File: src/hw/sine_gen_cfg.svh
`ifndef SINE_GEN_CFG_SVH
`define SINE_GEN_CFG_SVH

// --------------------
// datapath widths
// --------------------
`define SG_SMP_W        18
`define SG_ACC_W        48
// Q2.16 field inside the accumulator
`define SG_Q_LSB        16
`define SG_Q_MSB        33

// --------------------
// midi
// --------------------
`define SG_MIDI_W       7
`define SG_CMD_W        4
`define SG_CMD_NOTE_ON  4'h9
`define SG_CMD_NOTE_OFF 4'h8
`define SG_MAX_NOTE     99
`define SG_TOP_OCTAVE   7
`define SG_AMPL_SHIFT   9

// --------------------
// sequencer and fixed-point constants
// --------------------
`define SG_PC_W         3
`define SG_PI2          18'h19220
`define SG_PLUS1        18'h10000
`define SG_MINUS1       18'h30000

`endif

File: src/hw/sine_gen_pkg.sv
`default_nettype none

package sine_gen_pkg;

    // dsp view of the alu opcode
    typedef struct packed {
        logic       func;
        logic       xin_mult;
        logic       zin_cin;
        logic       postadd_sub;
        logic [4:0] rsvd;
    } alu_dsp_t;

    // function view, selected by the func flag
    typedef struct packed {
        logic       func;
        logic [7:0] code;
    } alu_fn_t;

    typedef union packed {
        alu_dsp_t dsp;
        alu_fn_t  fn;
    } alu_op_t;

    localparam alu_op_t ALU_OP_NOP   = 9'h000;
    // func flag set, function code 1
    localparam alu_op_t ALU_FUNC_SIN = 9'h101;

    // one flag per sequencer task, several may be active in one cycle
    typedef struct packed {
        logic jump_home;
        logic send_smp;
        logic set_cycle;
        logic clr_cycle;
        logic calc_sin;
        logic mul_ampl;
        logic add_step;
        logic pi2_minus;
        logic wait_hold;
        logic mov_phase;
        logic mov_sin;
        logic min_bound;
        logic max_bound;
    } seq_task_t;

endpackage

`default_nettype wire

File: src/hw/alu_request.sv
`timescale 1ns/1ps
`default_nettype none
`include "sine_gen_cfg.svh"

module alu_request (
    input  sine_gen_pkg::seq_task_t tasks,
    input  wire [`SG_SMP_W-1:0]     phase,
    input  wire                     dir,
    input  wire                     sign,
    input  wire [`SG_SMP_W-1:0]     step,
    input  wire [`SG_MIDI_W-1:0]    ampl,
    input  wire [`SG_ACC_W-1:0]     alu_p,
    output logic                    alu_strobe,
    output sine_gen_pkg::alu_op_t   alu_op,
    output logic [`SG_SMP_W-1:0]    alu_a,
    output logic [`SG_SMP_W-1:0]    alu_b,
    output logic [`SG_ACC_W-1:0]    alu_c
);

    localparam int HI_PAD = `SG_ACC_W - `SG_Q_MSB - 1;

    // tasks that issue a request are one-hot per cycle
    always_comb begin
        alu_strobe = 1'b0;
        alu_op     = sine_gen_pkg::ALU_OP_NOP;
        alu_a      = '0;
        alu_b      = '0;
        alu_c      = '0;
        if (tasks.calc_sin) begin
            alu_strobe = 1'b1;
            alu_op     = sine_gen_pkg::ALU_FUNC_SIN;
            alu_a      = phase;
        end else if (tasks.mul_ampl) begin
            // negate on the negative half wave
            alu_strobe             = 1'b1;
            alu_op.dsp.xin_mult    = 1'b1;
            alu_op.dsp.zin_cin     = 1'b1;
            alu_op.dsp.postadd_sub = ~sign;
            alu_a                  = alu_p[`SG_Q_MSB:`SG_Q_LSB];
            alu_b                  = `SG_SMP_W'(ampl) << `SG_AMPL_SHIFT;
        end else if (tasks.add_step) begin
            // phase +/- step, sign picks the operand, dir picks add or sub
            alu_strobe             = 1'b1;
            alu_op.dsp.xin_mult    = 1'b1;
            alu_op.dsp.zin_cin     = 1'b1;
            alu_op.dsp.postadd_sub = ~dir;
            alu_a                  = step;
            alu_b                  = sign ? `SG_PLUS1 : `SG_MINUS1;
            alu_c                  = {{HI_PAD{1'b0}}, phase, {`SG_Q_LSB{1'b0}}};
        end else if (tasks.pi2_minus) begin
            alu_strobe             = 1'b1;
            alu_op.dsp.xin_mult    = 1'b1;
            alu_op.dsp.zin_cin     = 1'b1;
            alu_op.dsp.postadd_sub = 1'b1;
            alu_a                  = alu_p[`SG_Q_MSB:`SG_Q_LSB];
            alu_b                  = `SG_PLUS1;
            alu_c                  = {{HI_PAD{1'b0}}, `SG_PI2, {`SG_Q_LSB{1'b0}}};
        end
    end

endmodule

`default_nettype wire

File: src/hw/note_voice.sv
`timescale 1ns/1ps
`default_nettype none
`include "sine_gen_cfg.svh"

module note_voice (
    input  wire                    clk,
    input  wire                    reset,
    input  wire                    midi_rdy,
    input  wire [`SG_CMD_W-1:0]    midi_cmd,
    input  wire [`SG_MIDI_W-1:0]   midi_data0,
    input  wire [`SG_MIDI_W-1:0]   midi_data1,
    output logic                   note_on,
    output logic [`SG_MIDI_W-1:0]  ampl,
    output logic [`SG_SMP_W-1:0]   step
);

    logic                  note_on_evt;
    logic                  note_off_evt;
    logic [`SG_MIDI_W-1:0] note;
    logic [`SG_MIDI_W-1:0] note_c;
    logic [`SG_MIDI_W-1:0] octave;
    logic [`SG_MIDI_W-1:0] semi;
    logic [`SG_SMP_W-1:0]  base;

    assign note_on_evt  = midi_rdy && (midi_cmd == `SG_CMD_NOTE_ON);
    assign note_off_evt = midi_rdy && (midi_cmd == `SG_CMD_NOTE_OFF);

    // note-off has priority
    always_ff @(posedge clk or posedge reset) begin
        if (reset) begin
            note    <= '0;
            ampl    <= '0;
            note_on <= 1'b0;
        end else if (note_off_evt) begin
            note    <= '0;
            ampl    <= '0;
            note_on <= 1'b0;
        end else if (note_on_evt) begin
            note    <= midi_data0;
            ampl    <= midi_data1;
            note_on <= 1'b1;
        end
    end

    // --------------------
    // step lookup
    // --------------------
    always_comb begin
        note_c = (note > `SG_MIDI_W'(`SG_MAX_NOTE)) ? `SG_MIDI_W'(`SG_MAX_NOTE) : note;
        octave = note_c / 7'd12;
        semi   = note_c % 7'd12;
    end

    // table holds octave 7, lower octaves shift right
    always_comb begin
        case (semi)
            7'd0:    base = 18'h02311;
            7'd1:    base = 18'h02527;
            7'd2:    base = 18'h0275D;
            7'd3:    base = 18'h029B4;
            7'd4:    base = 18'h02C2F;
            7'd5:    base = 18'h02ECF;
            7'd6:    base = 18'h03198;
            7'd7:    base = 18'h0348B;
            7'd8:    base = 18'h037AB;
            7'd9:    base = 18'h03AFA;
            7'd10:   base = 18'h03E7C;
            default: base = 18'h04233;
        endcase
        // notes 96..99 sit one octave above the table
        if (octave > `SG_MIDI_W'(`SG_TOP_OCTAVE)) begin
            step = base << 1;
        end else begin
            step = base >> (`SG_MIDI_W'(`SG_TOP_OCTAVE) - octave);
        end
    end

endmodule

`default_nettype wire

File: src/hw/phase_quadrant.sv
`timescale 1ns/1ps
`default_nettype none
`include "sine_gen_cfg.svh"

module phase_quadrant (
    input  wire                     clk,
    input  wire                     reset,
    input  sine_gen_pkg::seq_task_t tasks,
    input  wire [`SG_ACC_W-1:0]     alu_p,
    output logic [`SG_SMP_W-1:0]    phase,
    output logic                    dir,
    output logic                    sign,
    output logic                    smp_out_rdy,
    output logic [`SG_SMP_W-1:0]    smp_out
);

    logic [`SG_SMP_W-1:0] sin_val;

    // --------------------
    // quarter-wave folding
    // --------------------
    // dir and sign reset to positive
    always_ff @(posedge clk or posedge reset) begin
        if (reset) begin
            phase <= '0;
            dir   <= 1'b1;
            sign  <= 1'b1;
        end else if (tasks.min_bound) begin
            phase <= '0;
            sign  <= ~sign;
        end else if (tasks.max_bound) begin
            phase <= `SG_PI2;
            dir   <= ~dir;
        end else if (tasks.mov_phase) begin
            phase <= alu_p[`SG_Q_MSB:`SG_Q_LSB];
        end
    end

    // scaled sine of the current pass
    always_ff @(posedge clk or posedge reset) begin
        if (reset) begin
            sin_val <= '0;
        end else if (tasks.mov_sin) begin
            sin_val <= alu_p[`SG_Q_MSB:`SG_Q_LSB];
        end
    end

    // --------------------
    // sample output
    // --------------------
    always_ff @(posedge clk or posedge reset) begin
        if (reset) begin
            smp_out_rdy <= 1'b0;
            smp_out     <= '0;
        end else begin
            smp_out_rdy <= tasks.send_smp;
            if (tasks.send_smp) begin
                smp_out <= sin_val;
            end
        end
    end

endmodule

`default_nettype wire

File: src/hw/sine_gen_top.sv
`timescale 1ns/1ps
`default_nettype none
`include "sine_gen_cfg.svh"

module sine_gen_top (
    input  wire                    clk,
    input  wire                    reset,
    input  wire                    midi_rdy,
    input  wire [`SG_CMD_W-1:0]    midi_cmd,
    input  wire [`SG_MIDI_W-1:0]   midi_data0,
    input  wire [`SG_MIDI_W-1:0]   midi_data1,
    input  wire                    smp_trig,
    output logic                   smp_out_rdy,
    output logic [`SG_SMP_W-1:0]   smp_out,
    output logic                   alu_cycle,
    output logic                   alu_strobe,
    input  wire                    alu_ack,
    input  wire                    alu_stall,
    output sine_gen_pkg::alu_op_t  alu_op,
    output logic [`SG_SMP_W-1:0]   alu_a,
    output logic [`SG_SMP_W-1:0]   alu_b,
    output logic [`SG_ACC_W-1:0]   alu_c,
    input  wire [`SG_ACC_W-1:0]    alu_p
);

    logic                    note_on;
    logic [`SG_MIDI_W-1:0]   ampl;
    logic [`SG_SMP_W-1:0]    step;
    logic [`SG_SMP_W-1:0]    phase;
    logic                    dir;
    logic                    sign;
    sine_gen_pkg::seq_task_t tasks;

    note_voice u_note_voice (
        .clk        (clk),
        .reset      (reset),
        .midi_rdy   (midi_rdy),
        .midi_cmd   (midi_cmd),
        .midi_data0 (midi_data0),
        .midi_data1 (midi_data1),
        .note_on    (note_on),
        .ampl       (ampl),
        .step       (step)
    );

    // result sign comes straight from the accumulator msb
    sine_sequencer u_sine_sequencer (
        .clk        (clk),
        .reset      (reset),
        .note_on    (note_on),
        .smp_trig   (smp_trig),
        .alu_stall  (alu_stall),
        .alu_ack    (alu_ack),
        .result_neg (alu_p[`SG_ACC_W-1]),
        .tasks      (tasks),
        .alu_cycle  (alu_cycle)
    );

    phase_quadrant u_phase_quadrant (
        .clk         (clk),
        .reset       (reset),
        .tasks       (tasks),
        .alu_p       (alu_p),
        .phase       (phase),
        .dir         (dir),
        .sign        (sign),
        .smp_out_rdy (smp_out_rdy),
        .smp_out     (smp_out)
    );

    alu_request u_alu_request (
        .tasks      (tasks),
        .phase      (phase),
        .dir        (dir),
        .sign       (sign),
        .step       (step),
        .ampl       (ampl),
        .alu_p      (alu_p),
        .alu_strobe (alu_strobe),
        .alu_op     (alu_op),
        .alu_a      (alu_a),
        .alu_b      (alu_b),
        .alu_c      (alu_c)
    );

endmodule

`default_nettype wire

File: src/hw/sine_sequencer.sv
`timescale 1ns/1ps
`default_nettype none
`include "sine_gen_cfg.svh"

module sine_sequencer (
    input  wire                     clk,
    input  wire                     reset,
    input  wire                     note_on,
    input  wire                     smp_trig,
    input  wire                     alu_stall,
    input  wire                     alu_ack,
    input  wire                     result_neg,
    output sine_gen_pkg::seq_task_t tasks,
    output logic                    alu_cycle
);

    logic [`SG_PC_W-1:0] pc;

    // --------------------
    // task decode
    // --------------------
    always_comb begin
        tasks = '0;
        case (pc)
            `SG_PC_W'(0): begin
                tasks.wait_hold = !note_on;
            end
            `SG_PC_W'(1): begin
                // a note-off while waiting sends the sequencer home
                tasks.wait_hold = !smp_trig;
                tasks.jump_home = !note_on;
                tasks.send_smp  = smp_trig && note_on;
                tasks.set_cycle = smp_trig && note_on;
            end
            `SG_PC_W'(2): begin
                tasks.wait_hold = alu_stall;
                tasks.calc_sin  = !alu_stall;
            end
            `SG_PC_W'(3): begin
                tasks.wait_hold = !alu_ack;
                tasks.mul_ampl  = alu_ack;
            end
            `SG_PC_W'(4): begin
                tasks.add_step  = 1'b1;
            end
            `SG_PC_W'(5): begin
                tasks.wait_hold = !alu_ack;
                tasks.mov_sin   = alu_ack;
            end
            `SG_PC_W'(6): begin
                // negative phase means the minimum bound was crossed
                tasks.wait_hold = !alu_ack;
                tasks.mov_phase = alu_ack;
                tasks.min_bound = alu_ack && result_neg;
                tasks.clr_cycle = alu_ack && result_neg;
                tasks.jump_home = alu_ack && result_neg;
                tasks.pi2_minus = alu_ack && !result_neg;
            end
            default: begin
                // pc 7, result of pi/2 - phase
                tasks.wait_hold = !alu_ack;
                tasks.max_bound = alu_ack && result_neg;
                tasks.clr_cycle = alu_ack;
                tasks.jump_home = alu_ack;
            end
        endcase
    end

    always_ff @(posedge clk or posedge reset) begin
        if (reset) begin
            pc <= '0;
        end else if (tasks.jump_home) begin
            pc <= '0;
        end else if (!tasks.wait_hold) begin
            pc <= pc + `SG_PC_W'(1);
        end
    end

    // high for the whole alu pass
    always_ff @(posedge clk or posedge reset) begin
        if (reset) begin
            alu_cycle <= 1'b0;
        end else if (tasks.set_cycle) begin
            alu_cycle <= 1'b1;
        end else if (tasks.clr_cycle) begin
            alu_cycle <= 1'b0;
        end
    end

endmodule

`default_nettype wire

File: config.mk
export PLATFORM = sky130hd
export DESIGN_NAME = sine_gen_top
export DESIGN_NICKNAME = d
export VERILOG_FILES = /design/src/hw/sine_gen_pkg.sv /design/src/hw/alu_request.sv /design/src/hw/note_voice.sv /design/src/hw/phase_quadrant.sv /design/src/hw/sine_gen_top.sv /design/src/hw/sine_sequencer.sv
export VERILOG_INCLUDE_DIRS = /design/src /design/src/hw
export SDC_FILE = /design/constraint.sdc
export NUM_CORES = 1
export LEC_CHECK = 0
export ABC_AREA = 1
export BUFFER_PORTS_ARGS = -buffer_cell sky130_fd_sc_hd__buf_2
export CAP_MARGIN = 10
export CORE_MARGIN = 5
export CORE_UTILIZATION = 46
export DETAILED_ROUTE_END_ITERATION = 8
export GPL_TIMING_DRIVEN = 0
export PLACE_DENSITY_LB_ADDON = 0.08
export SLEW_MARGIN = 20
export SYNTH_ARGS = -nofsm -noshare
export SYNTH_HDL_FRONTEND = slang
export SYNTH_SLANG_ARGS = --single-unit
File: constraint.sdc
create_clock -name clk -period 3.2 [get_ports clk]
set_input_delay 0.96 -clock clk [delete_from_list [all_inputs] [get_ports clk]]
set_output_delay 0.96 -clock clk [all_outputs]
set_load 0.005 [all_outputs]
# After elaboration in Yosys (flattened, before gate mapping)
# Memory sizes are Yosys's and may differ from the RTL's.
# Index checks and enable logic that the tools add are counted.
# classes
shift	1
n_bitwise	3
order_cmp	2
n_div	2
mul	0
n_reduce_logical	19
muxes	51
add_sub_neg	2
n_eq_ne	9
# op_table
cell	n
18-bit 2-to-1 mux	13
48-bit 2-to-1 mux	3
7-bit 2-to-1 mux	5
33-bit 2-to-1 mux	1
1-bit 2-to-1 mux	18
3-bit 2-to-1 mux	6
18-bit by 7-bit >> shifter with 18-bit output	1
17-bit 2-to-1 mux	1
3-bit equality test, second input constant	3
4-bit equality test, second input constant	2
7-bit by 4-bit divider with 7-bit output, second input constant	1
7-bit by 3-bit > comparator with 1-bit output, second input constant	1
7-bit > comparator, second input constant	1
7-bit by 4-bit remainder unit with 7-bit output, second input constant	1
7-bit OR reduction	1
3-bit by 7-bit subtractor with 7-bit output, first input constant	1
3-bit by 2-bit equality test with 1-bit output, second input constant	2
3-bit zero test	2
6-bit OR reduction	1
1-bit logical AND	5
1-bit zero test	5
5-bit OR reduction	1
1-bit case mux with 4 select lines	1
2-bit nonzero test	2
other kinds (9)	11
# word_totals
n_memories	1
ff_bits	76
wordCells	101
output_inout_bits	114
ramBits	0
in_bits	72
rom_bits	240
latchBits	0
# mem_list
memory	depth	width	rd	rd_clocked_by_memory_dff	wr	line_no	text
(no name shown)	16	15	1	0	0	note_voice.sv:56	case (semi)

# Logic depth before layout (Yosys ltp)
# Gate-level depths: netlist of run 1.
# logic_depth
ltp_word	10
ltp_mapped	21
ltp_nobuf	20

# Modules after synthesis
# A second synthesis of run 1 with hierarchy kept.
# unflattened
cells_unflattened	832
hier_area_um2	5666.7
# by_module_without_submodules
module	n_inst	cells_per_inst	seq_area_each_um2	area_per_inst_um2
phase_quadrant	1	232	1428.9	2215.9
note_voice	1	292	375.4	1756.7
alu_request	1	233	0.0	1118.6
sine_sequencer	1	75	100.1	575.6

# Worst setup path before layout of run 1
# No wires, ideal clock.
# synth_path
path_kind	in2out
start	input alu_ack
end	output alu_a[14]
cell_stages	9
required_ns	2.240
slack_ns	-0.078
t_arrival_ns	2.318
n_path_buf	0
cell_sequence	nand2_1 > nor2_1 > inv_1 > nor2_1 > clkinv_1 > nor3_1 > o21a_1 > a21oi_1 > a31oi_1
# synth_via
elab_chain_len	6
# synth_rtl
item	line_no	text
start, declared	sine_gen_top.sv:17	input wire alu_ack,
1-bit logical AND	sine_sequencer.sv:57	tasks.pi2_minus = alu_ack && !result_neg;
1-bit 2-to-1 mux	sine_sequencer.sv:24	case (pc)
18-bit 2-to-1 mux	alu_request.sv:50	end else if (tasks.pi2_minus) begin
18-bit 2-to-1 mux	alu_request.sv:41	end else if (tasks.add_step) begin
18-bit 2-to-1 mux (*)	alu_request.sv:33	end else if (tasks.mul_ampl) begin
18-bit 2-to-1 mux (*)	alu_request.sv:29	if (tasks.calc_sin) begin
end, declared	sine_gen_top.sv:20	output logic [`SG_SMP_W-1:0] alu_a,
# Every way passes the cells marked *; elsewhere a longest branch is shown, timed or not.

# Final worst setup path of run 1
# layout_path
start	register u_note_voice.note[6]
end	output alu_a[9]
# layout_via
elab_chain_len	10
# layout_rtl
item	line_no	text
start, declared	note_voice.sv:19	logic [`SG_MIDI_W-1:0] note;
start signal, assigned	note_voice.sv:39	note <= midi_data0;
7-bit > comparator	note_voice.sv:49	note_c = (note > `SG_MIDI_W'(`SG_MAX_NOTE)) ? `SG_MIDI_W'(`SG_MAX_NOTE) : note;
7-bit 2-to-1 mux (*)	note_voice.sv:49	
7-bit by 4-bit remainder unit with 7-bit output	note_voice.sv:51	semi = note_c % 7'd12;
memory 16 x 15 bit or 3-bit zero test (tied branches)	--	
18-bit 2-to-1 mux	note_voice.sv:56	
18-bit by 7-bit >> shifter with 18-bit output	note_voice.sv:74	step = base >> (`SG_MIDI_W'(`SG_TOP_OCTAVE) - octave);
18-bit 2-to-1 mux (*)	note_voice.sv:71	if (octave > `SG_MIDI_W'(`SG_TOP_OCTAVE)) begin
18-bit 2-to-1 mux (*)	alu_request.sv:41	
18-bit 2-to-1 mux (*)	alu_request.sv:33	
18-bit 2-to-1 mux (*)	alu_request.sv:29	
# Marks and branches as above.

==> results.md, run 1 <==
* Cell area after placement at 0.00621 mm²
* CTS Hold Bufs at 0
* Post-route ant nets at 0
* Sw Share at 0.443
* Vias in the first global route at 5,085
* Post-synthesis sequential area ratio at 0.360
* CP Launch Type: flip-flop
* Internal at 3.21 mW
* Worst-path maximum fanout at 5
* Clock share of power at 0.182
* Final min period at 3.77 ns
* Leak at 3.98 nW
* Clock Path Buffers at 2
* Power Total at 5.76 mW
* Cells after synthesis at 755
* Comb power frac at 0.550
* Sequential Area at 0.00191 mm²
* Total CTS buffers at 9
* Final worst setup slack at -0.575 ns
* Initial detailed-routing violation count at 398
* TritonRoute pass-1 iters at 5
* Placer Congestion at 0.897
* Worst endpoint data arrival time at 2.81 ns
* Unique masters post-synth at 46
* DIE HEIGHT at 117 µm
* Antenna fix cells at 0
* Synth warn at 0
* Fmax at 265 MHz
* Port bufs at 113
* CP endpoint kind: primary output
* Worst VDD drop at 461 µV
* Total gr overflow at 0
* Yosys reg bits at 76
* Fin Clk Skew at 0.00547 ns
* Routed met2 length at 8150 µm
* First-pass GRT wire length at 25,200 µm
* Multi-input logic area at 0.00294 mm²
* Layout cell share with drive strength beyond 1 at 0.336
* Crit share post-route at 1.18
* Final setup viols at 15
* DRT met1 WL at 6900 µm
* Critical path type: flip-flop to primary output
* DRC viols at 0
* CP required at 2.24 ns
* Failing checks: negative setup slack
* Clock H-tree levels at 3
* Drt total wl at 16,300 µm
* Wire per inst at 14.8 µm
* Filler instances at 1,053
* Die Wd at 117 µm
* Dpl hpwl at 12,800 µm
* Clk sink count at 76
* Nets at 1,037
* Overall die area at 0.0137 mm²
* Post-synth design cell area at 0.00528 mm²
* Top Ports at 186
* P per Cell Area at 812 mW/mm²
* TritonCTS clock tree: built
* Core area at 0.0113 mm²
* Worst hold path type: flip-flop to flip-flop
* Slew headroom at 0.569
* Fin. max-slew vios at 0
* Area delta synth->final at 34.2%
* DR vias at 5,492
* Highest Signal Layer: met4
* Final Instance Area at 0.00709 mm²
* RSZ-0062 raised after global routing: true
* Pin count of the biggest net entering global routing at 45
* Worst Max-Slew Pin Slew at 0.644 ns
* Outcome: finished, violations left
* # rows at 39
* Drt via density at 4.99
* Sequential power share at 0.268
* Clock Latency Late Sink at 0.34 ns
* Reg clk slew, reported paths at 0.06 ns
* Initial antenna violation count at 0
* Total GRT Usage at 0.235
* Sw power at 2.55 mW
* CTS root buffer: clkbuf_16
* Max-cap violations at 0
* Effective utilization at floorplan at 0.467
* WL met3 at 954 µm
* Syn Area/Cell at 7.00 µm²
* Fin. Hold Viols at 0
## state kept, by name, indices dropped and copies added, names as in the netlist
register / cells
u_phase_quadrant.smp_out_rdy: 1
u_note_voice.note: 7
u_phase_quadrant.phase: 18
u_note_voice.ampl: 7
u_phase_quadrant.smp_out: 18
u_phase_quadrant.sign: 1
u_phase_quadrant.sin_val: 18
u_note_voice.note_on: 1
u_phase_quadrant.dir: 1
u_sine_sequencer.alu_cycle: 1
u_sine_sequencer.pc: 3
## power by group through the flow
stage	Sequential (mW)	Combinational (mW)	Clock, mW
detailed placement	1.54	2.67	0
global route	1.59	3.52	1.11
global placement	1.53	2.65	0
CTS	1.54	2.89	1.07
finish	1.54	3.16	1.05
floorplan	1.51	1.86	0
## timing repair
| item | in CTS | in global routing |
|---|---|---|
| endpoints found under the hold margin | 0 | 0 |
| pin swaps | 12 | 27 |
| setup endpoints to repair | 50 | 46 |
| setup buffers | 15 | 15 |
| cloned | 0 | 1 |
| resized for setup | 44 | 66 |
## stage by stage
stage | worst slack (ns) | std cells | setup TNS [ns] | utilization | hold WS [ns]
global placement | -0.848 | 1053 | -66.60 | 0.547 | 0.454
finish | -0.575 | 1101 | -7.85 | 0.626 | 0.470
floorplan | 0.00847 | 797 | 0 | - | 0.442
CTS | -0.606 | 1085 | -11.40 | 0.598 | 0.476
global route | -0.754 | 1101 | -10.42 | 0.626 | 0.497
detailed placement | -0.865 | 1054 | -22.47 | 0.549 | 0.460
## layout by cell type (no fill, tap or decap), drive strengths merged, types with 2 or more instances in the layout
master / n
nand3: 105
nor3: 5
buf: 198
o211ai: 3
nand4: 6
clkinvlp: 3
ha: 12
clkinv: 4
a31oi: 2
o21ai: 66
o21a: 3
nand2: 202
dfstp: 2
dfrtp: 74
o221ai: 5
o22ai: 13
conb: 43
inv: 103
clkbuf: 32
nor2: 42
a22oi: 2
a21oi: 23
## synthesized netlist by cell type, drive strengths merged
cell type	number	area [µm²]
a211oi	1	7.51
a21oi	23	126
a221oi	1	8.76
a22oi	2	15.0
a31oi	2	12.5
a41oi	1	8.76
buf	52	390
clkbuf	24	90.1
clkinv	4	15.0
conb	1	3.75
dfrtp	74	1850
dfstp	2	52.6
ha	12	150
inv	100	378
nand2	202	811
nand3	105	543
nand3b	1	7.51
nand4	6	37.5
nor2	42	185
nor3	5	25.0
o211ai	3	22.5
o21a	3	22.5
o21ai	66	357
o221ai	5	43.8
o22ai	13	81.3
o31ai	1	7.51
or2	1	6.26
or3	1	6.26
xnor2	1	8.76
xor2	1	8.76
## worst max-delay path: stages (launching register included)
cell       delay [ns]
dfrtp_2          0.44
inv_2            0.10
nand3_1          0.08
nand2_1          0.10
inv_2            0.06
o21ai_4          0.18
nand2_4          0.09
nand3_4          0.10
nand2_4          0.08
clkbuf_16        0.16
nor2_4           0.11
nor2_4           0.05
nor2_4           0.11
buf_4            0.12
nand2_1          0.06
nand2_1          0.09
nand2_1          0.05
nand2_1          0.07
nand3_1          0.10
nand2_1          0.10
nand2_1          0.05
nand2_1          0.06
buf_2            0.11
## routing by layer
| layer | global-route usage | vias to the layer above |
|---|---|---|
| li1 | - | 2754 |
| met1 | 0.304 | 2541 |
| met2 | 0.400 | 178 |
| met3 | 0.0344 | 19 |
| met4 | 0.0833 | 0 |
| met5 | 0 | - |
## final timing paths
kind	startpoint	to	slack, ns	depth (start not counted)
worst min-delay path	u_phase_quadrant.sin_val[6]	u_phase_quadrant.smp_out[6]	0.47	2
worst max-delay path	u_note_voice.note[6]	alu_a[9]	-0.57	22
min in group asynchronous	reset	u_phase_quadrant.phase[15]	0.63	2
worst max register to register	u_sine_sequencer.pc[0]	u_phase_quadrant.phase[4]	0.80	8
worst min register to register	u_phase_quadrant.sin_val[6]	u_phase_quadrant.smp_out[6]	0.47	2
max in group asynchronous	reset	u_phase_quadrant.smp_out[2]	2.00	3
## cell families (layout without fill, tap and decap cells)
group                    count (synthesis)  count (layout)  synth area share
AO/OA/AOI/OAI                          121             121             0.135
AND/OR/NAND/NOR                        363             363             0.307
buffers and inverters                  180             341             0.165
adder cells (fa/ha/maj)                 12              12            0.0284
flip-flops                              76              76             0.360
other                                    1              43          0.000710
XOR/XNOR                                 2               2           0.00332
## final cells by class
| type | count | area share |
|---|---|---|
| repair buffers | 145 | 0.119 |
| well taps | 143 | 0.0252 |
| inverters | 104 | 0.0572 |
| flip-flops and latches | 76 | 0.269 |
| clock inverters | 7 | 0.0116 |
| plain buffers | 76 | 0.0711 |
| clock buffers | 9 | 0.0318 |
| multi-input cells | 541 | 0.415 |
No activity file was read; power rests on OpenSTA's default activity.
==> inputs of run 2 (changes only) <==
BUFFER_PORTS_ARGS = -buffer_cell sky130_fd_sc_hd__clkbuf_2   (was -buffer_cell sky130_fd_sc_hd__buf_2)
CTS_CLUSTER_SIZE = 14   (was default)
SETUP_SLACK_MARGIN = 0.15   (was default)
==> results.md, run 2 (same netlist as run 1, synthesis figures left out) <==
* Max-cap violations at 0 (unchanged)
* Total gr overflow at 0 (unchanged)
* Final Util at 0.647 (+0.0211)
* Multi-input logic area at 0.00306 mm² (+4.0%)
* Cell mode on critical path: nand2_1
* Final min period at 3.77 ns (-0.00421 ns)
* CP max stage cell: dfrtp_1
* Clock H-tree levels at 3 (unchanged)
* Power Total at 5.84 mW (+1.4%)
* P per Cell Area at 797 mW/mm² (-1.9%)
* Top Ports at 186 (unchanged)
* Slew headroom at 0.620 (+0.0508)
* Effective utilization at floorplan at 0.467 (unchanged)
* Overall die area at 0.0137 mm² (unchanged)
* Sequential Area at 0.00191 mm² (about the same)
* CTS root buffer: clkbuf_16
* Final Instance Area at 0.00733 mm² (+3.4%)
* Worst Max-Slew Pin Slew at 0.570 ns (-0.0739 ns)
* CTS Hold Bufs at 0 (unchanged)
* Critical path type: flip-flop to primary output
* Initial antenna violation count at 0 (unchanged)
* Crit share post-route at 1.18 (-0.00132)
* Post-route ant nets at 0 (unchanged)
* Biggest regs: u_phase_quadrant.phase (18), u_phase_quadrant.sin_val (18), u_phase_quadrant.smp_out (18)
* Clock Path Buffers at 2 (unchanged)
* Clk sink count at 76 (unchanged)
* Reg clk slew, reported paths at 0.07 ns (about the same)
* DIE HEIGHT at 117 µm (unchanged)
* Fin Clk Skew at 0.00596 ns (+0.000490 ns)
* DR vias at 5,667 (+3.2%)
* Failing checks: negative setup slack
* Fin. Hold Viols at 0 (unchanged)
* Clock Latency Late Sink at 0.34 ns (about the same)
* Drt via density at 5.12 (+2.6%)
* Worst path max stage delay at 0.41 ns (-0.03 ns)
* Total GRT Usage at 0.246 (+0.0113)
* Worst hold path type: flip-flop to flip-flop
* Outcome: finished, violations left
* Worst endpoint data arrival time at 2.81 ns (about the same)
* Fmax at 265 MHz (+0.11%)
* Final worst setup slack at -0.571 ns (+0.00421 ns)
* First-pass GRT wire length at 26,400 µm (+4.6%)
* Initial detailed-routing violation count at 301 (-24%)
* Wire per inst at 15.5 µm (+4.7%)
* CP Launch Type: flip-flop
* Vias in the first global route at 5,442 (+7.0%)
* TritonRoute pass-1 iters at 6 (+1)
* Reg-to-reg startpoint: u_sine_sequencer.pc[0]
* CP cell instances: nor2_2, nand2_2, nand2_4, nand2_4, o21ai_4, nand2_2, nand3_4, nand2_4, buf_12, nor2_4, nor2_4, nor2_4, nand2_1, nand2_1, nand2_1, nand2_1, nand3_1, nand2_1, nand2_1, nand2_1, clkbuf_2
* Hold_sp: u_phase_quadrant.sin_val[16]
* Placer Congestion at 0.925 (+3.1%)
* Core area at 0.0113 mm² (unchanged)
* Antenna fix cells at 0 (unchanged)
* Layout cell share with drive strength beyond 1 at 0.371 (+0.0353)
* Final setup viols at 15 (unchanged)
* RSZ-0062 raised after global routing: true
* DRC viols at 0 (unchanged)
* Drt total wl at 17,100 µm (+5.3%)
* Pin count of the biggest net entering global routing at 54 (+20%)
* TritonCTS clock tree: built
* Most common cell after layout, fill and taps aside: nand2_1
* CP endpoint kind: primary output
* Dpl hpwl at 12,800 µm (+0.11%)
* Total CTS buffers at 9 (unchanged)
* Cell area after placement at 0.00625 mm² (+0.60%)
* Leak at 4.00 nW (+0.65%)
* Setup TNS at -7.55 ns (+0.299 ns)
* # rows at 39 (unchanged)
* CP required at 2.24 ns (about the same)
* Most frequent cells in the layout: 169 x nand2_1, 106 x clkbuf_2, 88 x nand3_1, 75 x inv_1, 73 x buf_4
* Area delta synth->final at 38.7%
* Port bufs at 113 (unchanged)
* Filler instances at 1,049 (-0.38%)
* Nets at 1,043 (+0.58%)
* Worst VDD drop at 576 µV (+25%)
* Hold slack final at 0.469 ns (-0.000809 ns)
* Worst-path maximum fanout at 10 (+5)
* CP Launch Point: u_note_voice.note[4]
* Fin. max-slew vios at 0 (unchanged)
* Die Wd at 117 µm (unchanged)
-- run 2: cell count changes in the layout (fill, tap and decap cells not counted), moves of 4 or more --
cell      change
inv_1         -8
a21oi_1       -4
clkbuf_2    +101
buf_2       -103
a21oi_2       +4
nor2_1        -7
nor2_2        +4
buf_6         +8
inv_2         +6
-- run 2: repair_timing --
action | 4_1_cts | 5_1_grt
gates resized for setup | 94 | 71
buffers inserted | 29 | 7
setup endpoints to repair | 51 | 37
gates cloned | 0 | 1
pin swaps | 23 | 17
-- run 2: metal layers --
layer / vias to the layer above / global-route usage / share of wire
met5: - / 0 / 0
met4: 0 / 0.0917 / 0.025
met3: 36 / 0.0370 / 0.065
met2: 213 / 0.419 / 0.49
met1: 2635 / 0.316 / 0.42
li1: 2783 / - / -
-- run 2: worst paths after layout --
kind	depth (start not counted)	to	slack, ns
min in group asynchronous	2	u_phase_quadrant.phase[5]	0.57
max reg2reg	8	u_phase_quadrant.phase[4]	0.74
max	21	alu_a[9]	-0.57
min	2	u_phase_quadrant.smp_out[16]	0.47
min reg2reg	2	u_phase_quadrant.smp_out[16]	0.47
max in group asynchronous	3	u_phase_quadrant.smp_out_rdy	2.07
-- run 2: area by class of cell --
type                       instances  area share
buffer                            76      0.0746
clock buffer                      11      0.0331
clock inverter                     5     0.00495
inverter                         104      0.0562
multi-input combinational        541       0.418
sequential                        76       0.260
tap                              143      0.0244
timing repair buffer             151       0.129
-- run 2: worst max-delay path, delay by kind of cell (launching register included) --
kind	cells	cell delay [ns]
compound gates	1	0.16
buf+inv	2	0.25
simple gates	18	1.63
flops	1	0.41
-- run 2: where the power goes --
part           leakage [nW]  internal (mW)  switching (mW)  total, mW
clock                 0.128          0.548           0.431      0.980
combinational          2.91           1.32            1.99       3.30
sequential            0.966           1.34           0.221       1.56
total                  4.00           3.20            2.64       5.84
-- run 2: per-stage QoR --
stage | worst slack, ns | cells
final | -0.571 | 1107
after global routing | -0.754 | 1107
after CTS | -0.556 | 1099
after detailed placement | -0.736 | 1054
after global placement | -0.721 | 1053
after floorplan | 0.139 | 797
